--- config.mk ---
export PLATFORM = sky130hd
export DESIGN_NAME = gpu_top
export DESIGN_NICKNAME = d
export VERILOG_FILES = /design/src/verilog/gpu_pkg.sv /design/src/verilog/gpu_ifs.sv /design/src/verilog/cmd_decode.sv /design/src/verilog/gpu_top.sv /design/src/verilog/line_engine.sv /design/src/verilog/pixel_writer.sv
export SDC_FILE = /design/constraint.sdc
export NUM_CORES = 1
export LEC_CHECK = 0
export ABC_AREA = 1
export BUFFER_PORTS_ARGS = -buffer_cell sky130_fd_sc_hd__buf_4
export CORE_ASPECT_RATIO = 1.5
export CORE_UTILIZATION = 25
export DETAILED_ROUTE_END_ITERATION = 10
export GPL_ROUTABILITY_DRIVEN = 0
export SLEW_MARGIN = 40
export SYNTH_ARGS = -nofsm -noshare
export SYNTH_HDL_FRONTEND = slang
export SYNTH_SLANG_ARGS = --single-unit
--- constraint.sdc ---
create_clock -name clk -period 10.2 [get_ports clk]
set_input_delay 1.02 -clock clk [delete_from_list [all_inputs] [get_ports clk]]
set_output_delay 1.02 -clock clk [all_outputs]
set_load 0.02 [all_outputs]
--- src/verilog/gpu_pkg.sv ---
package gpu_pkg;

	// pixel coordinates, x up to 511, y up to 255
	typedef logic [8:0] coord_x_t;
	typedef logic [7:0] coord_y_t;

	// rgb, red in the top byte
	typedef logic [23:0] color_t;

	// word address into the frame memory
	typedef logic [31:0] pix_addr_t;

	// host command word
	// opcode in [26:24], colour in [23:0], point x in [16:8], y in [7:0]
	typedef logic [31:0] cmd_word_t;

	// bresenham error term
	typedef logic signed [10:0] err_t;

	typedef enum logic [2:0] {
		op_clear      = 3'd0,
		op_set_start  = 3'd1,
		op_set_end    = 3'd2,
		op_set_color  = 3'd3,
		op_move_start = 3'd4,
		op_move_end   = 3'd5,
		op_draw       = 3'd6,
		op_flip       = 3'd7
	} opcode_t;

	typedef enum logic [1:0] {
		st_idle,
		st_line,
		st_fill
	} engine_state_t;

endpackage

--- src/verilog/gpu_ifs.sv ---
`timescale 1ns/1ps

// drawing job from the command decoder to the rasteriser
interface draw_if;
	gpu_pkg::coord_x_t x0;
	gpu_pkg::coord_y_t y0;
	gpu_pkg::coord_x_t x1;
	gpu_pkg::coord_y_t y1;
	gpu_pkg::color_t   color;
	logic              back_sel;
	logic              start_line;
	logic              start_fill;
	logic              busy;

	modport src (
		output x0, y0, x1, y1, color, back_sel, start_line, start_fill,
		input  busy
	);

	modport dst (
		input  x0, y0, x1, y1, color, back_sel, start_line, start_fill,
		output busy
	);
endinterface

// pixel stream, valid/ready
interface pix_if;
	gpu_pkg::coord_x_t x;
	gpu_pkg::coord_y_t y;
	gpu_pkg::color_t   color;
	logic              back_sel;
	logic              valid;
	logic              ready;

	modport src (
		output x, y, color, back_sel, valid,
		input  ready
	);

	modport dst (
		input  x, y, color, back_sel, valid,
		output ready
	);
endinterface

--- src/verilog/cmd_decode.sv ---
`timescale 1ns/1ps

module cmd_decode (
	input  logic              clk,
	input  logic              rst_n,
	input  logic              cmd_req,
	input  gpu_pkg::cmd_word_t cmd_data,
	output logic              cmd_ack,
	draw_if.src               draw
);

	gpu_pkg::opcode_t  op;
	gpu_pkg::coord_x_t arg_x;
	gpu_pkg::coord_y_t arg_y;
	gpu_pkg::color_t   arg_color;
	logic              take;

	gpu_pkg::coord_x_t start_x;
	gpu_pkg::coord_y_t start_y;
	gpu_pkg::coord_x_t end_x;
	gpu_pkg::coord_y_t end_y;
	gpu_pkg::color_t   color_q;
	logic              back_sel_q;

	// field extraction
	assign op        = gpu_pkg::opcode_t'(cmd_data[26:24]);
	assign arg_x     = cmd_data[16:8];
	assign arg_y     = cmd_data[7:0];
	assign arg_color = cmd_data[23:0];

	// new request, engine free
	assign take = cmd_req && !cmd_ack && !draw.busy;

	// handshake, flip and start pulses
	always_ff @(posedge clk or negedge rst_n)
	begin
		if (!rst_n)
		begin
			cmd_ack         <= 1'b0;
			back_sel_q      <= 1'b0;
			draw.start_line <= 1'b0;
			draw.start_fill <= 1'b0;
		end
		else
		begin
			draw.start_line <= 1'b0;
			draw.start_fill <= 1'b0;
			if (!cmd_req)
				cmd_ack <= 1'b0;
			else if (take)
			begin
				cmd_ack <= 1'b1;
				case (op)
					gpu_pkg::op_draw:  draw.start_line <= 1'b1;
					gpu_pkg::op_clear: draw.start_fill <= 1'b1;
					gpu_pkg::op_flip:  back_sel_q <= !back_sel_q;
					default:           ;
				endcase
			end
		end
	end

	// point and colour registers
	// move sums wrap at the field width
	always_ff @(posedge clk)
	begin
		if (take)
		begin
			case (op)
				gpu_pkg::op_set_start:
				begin
					start_x <= arg_x;
					start_y <= arg_y;
				end
				gpu_pkg::op_set_end:
				begin
					end_x <= arg_x;
					end_y <= arg_y;
				end
				gpu_pkg::op_set_color:  color_q <= arg_color;
				gpu_pkg::op_move_start:
				begin
					start_x <= start_x + arg_x;
					start_y <= start_y + arg_y;
				end
				gpu_pkg::op_move_end:
				begin
					end_x <= end_x + arg_x;
					end_y <= end_y + arg_y;
				end
				default: ;
			endcase
		end
	end

	assign draw.x0       = start_x;
	assign draw.y0       = start_y;
	assign draw.x1       = end_x;
	assign draw.y1       = end_y;
	assign draw.color    = color_q;
	assign draw.back_sel = back_sel_q;

endmodule

--- src/verilog/gpu_top.sv ---
`timescale 1ns/1ps

module gpu_top #(
	parameter int XRES = 320,
	parameter int YRES = 240
) (
	input  logic                clk,
	input  logic                rst_n,
	input  logic                cmd_req,
	input  gpu_pkg::cmd_word_t  cmd_data,
	output logic                cmd_ack,
	output logic                pix_valid,
	output gpu_pkg::pix_addr_t  pix_addr,
	output gpu_pkg::color_t     pix_data,
	input  logic                pix_ready
);

	draw_if draw_bus();
	pix_if  pix_bus();

	cmd_decode u_decode (
		.clk      (clk),
		.rst_n    (rst_n),
		.cmd_req  (cmd_req),
		.cmd_data (cmd_data),
		.cmd_ack  (cmd_ack),
		.draw     (draw_bus.src)
	);

	line_engine #(
		.XRES (XRES),
		.YRES (YRES)
	) u_engine (
		.clk   (clk),
		.rst_n (rst_n),
		.draw  (draw_bus.dst),
		.pix   (pix_bus.src)
	);

	pixel_writer #(
		.XRES (XRES),
		.YRES (YRES)
	) u_writer (
		.clk       (clk),
		.rst_n     (rst_n),
		.pix       (pix_bus.dst),
		.pix_valid (pix_valid),
		.pix_addr  (pix_addr),
		.pix_data  (pix_data),
		.pix_ready (pix_ready)
	);

endmodule

--- src/verilog/line_engine.sv ---
`timescale 1ns/1ps

module line_engine #(
	parameter int XRES = 320,
	parameter int YRES = 240
) (
	input  logic clk,
	input  logic rst_n,
	draw_if.dst  draw,
	pix_if.src   pix
);

	gpu_pkg::engine_state_t state;

	gpu_pkg::coord_x_t cur_x;
	gpu_pkg::coord_y_t cur_y;
	gpu_pkg::coord_x_t end_x;
	gpu_pkg::coord_y_t end_y;
	gpu_pkg::color_t   color_q;
	logic              back_sel_q;
	gpu_pkg::err_t     dx;
	gpu_pkg::err_t     dy;
	gpu_pkg::err_t     err;
	logic              x_neg;
	logic              y_neg;

	gpu_pkg::err_t     ld_dx;
	gpu_pkg::err_t     ld_dy;
	gpu_pkg::err_t     err_nxt;
	logic signed [11:0] e2;
	logic              step_x;
	logic              step_y;
	logic              fire;
	logic              line_done;
	logic              fill_done;
	logic              row_end;

	// initial deltas from the job, dy kept negative
	assign ld_dx = (draw.x1 >= draw.x0) ? gpu_pkg::err_t'(draw.x1 - draw.x0)
	                                    : gpu_pkg::err_t'(draw.x0 - draw.x1);
	assign ld_dy = (draw.y1 >= draw.y0) ? -gpu_pkg::err_t'(draw.y1 - draw.y0)
	                                    : -gpu_pkg::err_t'(draw.y0 - draw.y1);

	// e2 can reach about 3*dx, one bit wider than err
	assign e2     = $signed({err, 1'b0});
	assign step_x = (e2 >= dy);
	assign step_y = (e2 <= dx);

	always_comb
	begin
		err_nxt = err;
		if (step_x)
			err_nxt = err_nxt + dy;
		if (step_y)
			err_nxt = err_nxt + dx;
	end

	assign fire      = pix.valid && pix.ready;
	assign line_done = (cur_x == end_x) && (cur_y == end_y);
	assign row_end   = (cur_x == gpu_pkg::coord_x_t'(XRES - 1));
	assign fill_done = row_end && (cur_y == gpu_pkg::coord_y_t'(YRES - 1));

	always_ff @(posedge clk or negedge rst_n)
	begin
		if (!rst_n)
			state <= gpu_pkg::st_idle;
		else
		begin
			case (state)
				gpu_pkg::st_idle:
					if (draw.start_line)
						state <= gpu_pkg::st_line;
					else if (draw.start_fill)
						state <= gpu_pkg::st_fill;
				gpu_pkg::st_line:
					if (fire && line_done)
						state <= gpu_pkg::st_idle;
				gpu_pkg::st_fill:
					if (fire && fill_done)
						state <= gpu_pkg::st_idle;
				default: state <= gpu_pkg::st_idle;
			endcase
		end
	end

	// walk registers, loaded on a start pulse and stepped per accepted pixel
	always_ff @(posedge clk)
	begin
		if (state == gpu_pkg::st_idle)
		begin
			color_q    <= draw.color;
			back_sel_q <= draw.back_sel;
			if (draw.start_line)
			begin
				cur_x <= draw.x0;
				cur_y <= draw.y0;
				end_x <= draw.x1;
				end_y <= draw.y1;
				dx    <= ld_dx;
				dy    <= ld_dy;
				err   <= ld_dx + ld_dy;
				x_neg <= (draw.x1 < draw.x0);
				y_neg <= (draw.y1 < draw.y0);
			end
			else
			begin
				cur_x <= '0;
				cur_y <= '0;
			end
		end
		else if (fire && state == gpu_pkg::st_line)
		begin
			err <= err_nxt;
			if (step_x)
				cur_x <= x_neg ? cur_x - 1'b1 : cur_x + 1'b1;
			if (step_y)
				cur_y <= y_neg ? cur_y - 1'b1 : cur_y + 1'b1;
		end
		else if (fire)
		begin
			// fill, row-major
			if (row_end)
			begin
				cur_x <= '0;
				cur_y <= cur_y + 1'b1;
			end
			else
				cur_x <= cur_x + 1'b1;
		end
	end

	assign pix.valid    = (state != gpu_pkg::st_idle);
	assign pix.x        = cur_x;
	assign pix.y        = cur_y;
	assign pix.color    = color_q;
	assign pix.back_sel = back_sel_q;
	assign draw.busy    = (state != gpu_pkg::st_idle);

endmodule

--- src/verilog/pixel_writer.sv ---
`timescale 1ns/1ps

module pixel_writer #(
	parameter int XRES = 320,
	parameter int YRES = 240
) (
	input  logic                clk,
	input  logic                rst_n,
	pix_if.dst                  pix,
	output logic                pix_valid,
	output gpu_pkg::pix_addr_t  pix_addr,
	output gpu_pkg::color_t     pix_data,
	input  logic                pix_ready
);

	logic               in_ready;
	logic               in_frame;
	logic               accept;
	gpu_pkg::pix_addr_t base;
	gpu_pkg::pix_addr_t addr;

	// output slot free or draining this cycle
	assign in_ready  = !pix_valid || pix_ready;
	assign pix.ready = in_ready;
	assign accept    = pix.valid && in_ready;

	assign in_frame = (32'(pix.x) < XRES) && (32'(pix.y) < YRES);

	// back buffer sits directly above the front one
	assign base = pix.back_sel ? gpu_pkg::pix_addr_t'(XRES * YRES) : '0;
	assign addr = base + gpu_pkg::pix_addr_t'(pix.y) * gpu_pkg::pix_addr_t'(XRES)
	            + gpu_pkg::pix_addr_t'(pix.x);

	always_ff @(posedge clk or negedge rst_n)
	begin
		if (!rst_n)
			pix_valid <= 1'b0;
		else if (in_ready)
			pix_valid <= pix.valid && in_frame;
	end

	// clipped pixels are taken but never loaded
	always_ff @(posedge clk)
	begin
		if (accept && in_frame)
		begin
			pix_addr <= addr;
			pix_data <= pix.color;
		end
	end

endmodule
==> metrics.md <==
| Metric | Value |
|---|---|
| Wire per inst | 15.5 um |
| Diode count | 0 |
| Max VDD drop | around 0.13 mV |
| Mean Syn Cell Area | 8.90 sq um |
| Placed inst area | 0.0153 sq mm |
| Vias after detailed routing | 11000 |
| Hold Path Class | input pin to asynchronous set/reset pin |
| Worst slew margin | between 40% and 50% |
| DRT iter0 DRCs | about 530 |
| Post-synthesis sequential area ratio | a little over two fifths |
| IO Port Bufs | 74 |
| Worst Path Required | 10.42 ns |
| Overall routing resource usage | 13.1% |
| Synth area leader | edfxtp_1 |
| Synth Flop Type | edfxtp_1 |
| CP max stage delay | 0.49 ns |
| Synth cell count leaders | nand2_1 (342), inv_1 (229), edfxtp_1 (193) |
| Slowest stage cell on the critical path | o21ai_0 |
| Initial antenna violation count | 0 |
| Max Cap Viol | 0 |
| Post-CTS setup buffer count | 0 |
| Initial core utilization | 25.4% |
| Lkg Pwr | 7.01 nW |
| Final setup TNS | 0 ns |
| Crit start category | register |
| Register area | 0.00597 sq mm |
| Final Cell Area | about 0.016 sq mm |
| FF-to-FF setup slack | around 5.9 ns |
| Final Critical Period | 4.35 ns |
| Worst skew pair latency | 0.47 ns |
| Synth warnings | 0 |
| CTS sink cnt | 200 |
| Post-Place Cells | 2324 |
| Core footprint | 0.0549 sq mm |
| Final Non-Filler Cells | 2356 |
| DPL Wire Length | 29300 um |
| Async SR Flop Fraction | 3.50% |
| CP cell instances | inv_1 > ha_1 > nand2_1 > nand2_1 > inv_1 > nand2_1 > nand2_1 > nand2_1 > a21oi_2 > nand2_1 > inv_1 > o21ai_0 > o21ai_0 > ha_1 > a21oi_1 > nand2_1 > nand2_1 > nand3_1 > nand3_1 > nand2_1 > inv_1 > nand3_1 > nand3_1 > nand2_1 |
| Die Span X | 195 um |
| Root Buffer | clkbuf_16 |
| Rows | 105 |
| Bufs on Longest Clock Path | 2 |
| CTS clock-pin slew for the worst setup and hold paths | about 0.08 ns |
| Data arrival, critical path | 4.56 ns |
| Synth Instances | 1567 |
| Final core utilization | 29.0% |
| CP Capture Type | register |
| Worst-Margin Slew | 0.814 ns |
| Pwr dens | around 240 mW/mm^2 |
| Run status | finished, final reports clean |
| Gr ovfl total | 0 |
| Remaining DRCs | 0 |
| CP top delay family | simple AND/OR/NAND/NOR gates |
| Worst-path fanout max | 11 |
| Most frequent cell after synthesis | nand2_1 |
| Register bit count reported by yosys | 200 |
| Final setup fails | 0 |
| EDFF count, synth | 193 |
| Post-synth cell types | 48 |
| Post-synthesis cell area | 0.0139 sq mm |
| # resized after CTS | 0 |
| Pre-Repair DR Iteration Count | 5 |
| CTS tree | yes |
| Pins Over Slew Limit | 0 |
| H-Tree Depth | 4 |
| Boundary Pins | 94 |
| CP Buf/Inv Count | 4 |
| RSZ-0062 raised after global routing | no |
| Fin. Hold Viols | 0 |
| CTS Hold Bufs | 0 |
| Ranking of synthesized cells by area | edfxtp_1 (42%), ha_1 (13%), nand2_1 (9.2%), inv_1 (6.2%), a21oi_1 (3.5%) |
| Nets | 1839 |
| Area Growth Syn to Fin | 14.2% |
| Die H | ~290 um |
| Full die area | 0.0567 sq mm |
| ANT nets after route | 0 |
| Vias in the first global route | 11100 |
| Layout cells sized above 1 | 9.57% |
| Most common cell on crit path | nand2_1 |
| Critical path class | register to register |
| Total CTS buffers | 17 |
| Wirelength, routed | between 30000 and 40000 um |
| Filler instances | around 5700 |
| Mean number of vias per cell | around 4.7 |
| Global-route wire length before repair | 57600 um |
| Fmax | approximately 230 MHz |
| Clock skew | about 0.012 ns |
| Synth top area share | roughly 42% |
| Multi-input logic area | ~0.007 sq mm |
| Final Cycle Share | a little over two fifths |
| Pin count of the biggest net entering global routing | between 40 and 50 |
registers in the layout (all words and copies together), names as in the netlist, 10 cells and up:
signal,flops
u_writer.pix_addr,18
u_engine.pix.color,24
u_engine.err,11
u_engine.dy,11
u_writer.pix_data,24
u_engine.dx,10
u_decode.draw.color,24
cells in the final DEF, fill, tap and decap left out, drive strengths merged:
master and n:
nand2 357, inv 238, edfxtp 193, ha 142, o21ai 107, a21oi 102, nor2 90, buf 82
nand3 79, xor2 55, xnor2 37, nand4 28, clkbuf 18, nor3 18, conb 14, fa 13
o221ai 9, nand3b 8, a31oi 7, o211ai 7, dfrtp 7, o22ai 7, or2 6, clkinv 6
o21a 4, a21o 4, nor4 4, a21boi 3, o21bai 3, a22oi 3, o31ai 2, a22o 2
o2111ai 1, mux2i 1, a211o 1, a31o 1, o32ai 1, bufinv 1
cells by family after synthesis:
| group | Yosys count | synth area share [%] |
|---|---|---|
| AO/OA/AOI/OAI | 264 | 10.7 |
| XOR/XNOR | 92 | 5.78 |
| adder cells (fa/ha/maj) | 155 | 14.6 |
| buffers and inverters | 264 | 7.79 |
| flip-flops | 200 | 42.8 |
| multiplexers | 1 | 0.0718 |
| other | 1 | 0.0269 |
| AND/OR/NAND/NOR | 590 | 18.2 |
power breakdown:
| group | leakage, nW | internal, mW | switching [mW] |
|---|---|---|---|
| Clock | 0.302 | 0.360 | 0.347 |
| Sequential | 1.87 | 1.14 | 0.162 |
| Combinational | 4.84 | 0.686 | 1.11 |
through the flow:
stage / power [mW] / setup WS, ns / hold WS, ns
after global routing: 4.08 / 5.50 / 0.332
after CTS: 3.84 / 5.82 / 0.329
final: 3.80 / 5.85 / 0.348
after detailed placement: 3.12 / 5.86 / 0.405
after global placement: 3.07 / 5.86 / 0.401
after floorplan: 2.60 / 5.70 / 0.400
area by class of cell:
type / count / area share [%]
Multi-Input combinational cell: 1116 / 43.8
Sequential cell: 200 / 37.5
Inverter: 231 / 5.48
Tap cell: 695 / 5.46
Timing Repair Buffer: 82 / 3.87
Clock buffer: 18 / 2.76
Clock inverter: 14 / 1.11
layer usage:
layer,part of all wire (%),vias up,global-route usage [%]
li1,-,5441,-
met1,36,5125,12.6
met2,54,295,24.8
met3,3.1,117,1.78
met4,7.0,0,10.1
met5,0,-,0
path summary, 6_finish.rpt:
check / start / to / cells after the start
max: u_decode.draw.y0[2] / u_engine.err[10] / 24
min: rst_n / u_decode.draw.start_line / 1
max reg2reg: u_decode.draw.y0[2] / u_engine.err[10] / 24
min reg2reg: u_decode.draw.color[6] / u_engine.pix.color[6] / 0
max in group asynchronous: rst_n / u_writer.pix_valid / 1
min in group clk: u_decode.draw.color[6] / u_engine.pix.color[6] / 0
Power figures use the tool's default switching activity.
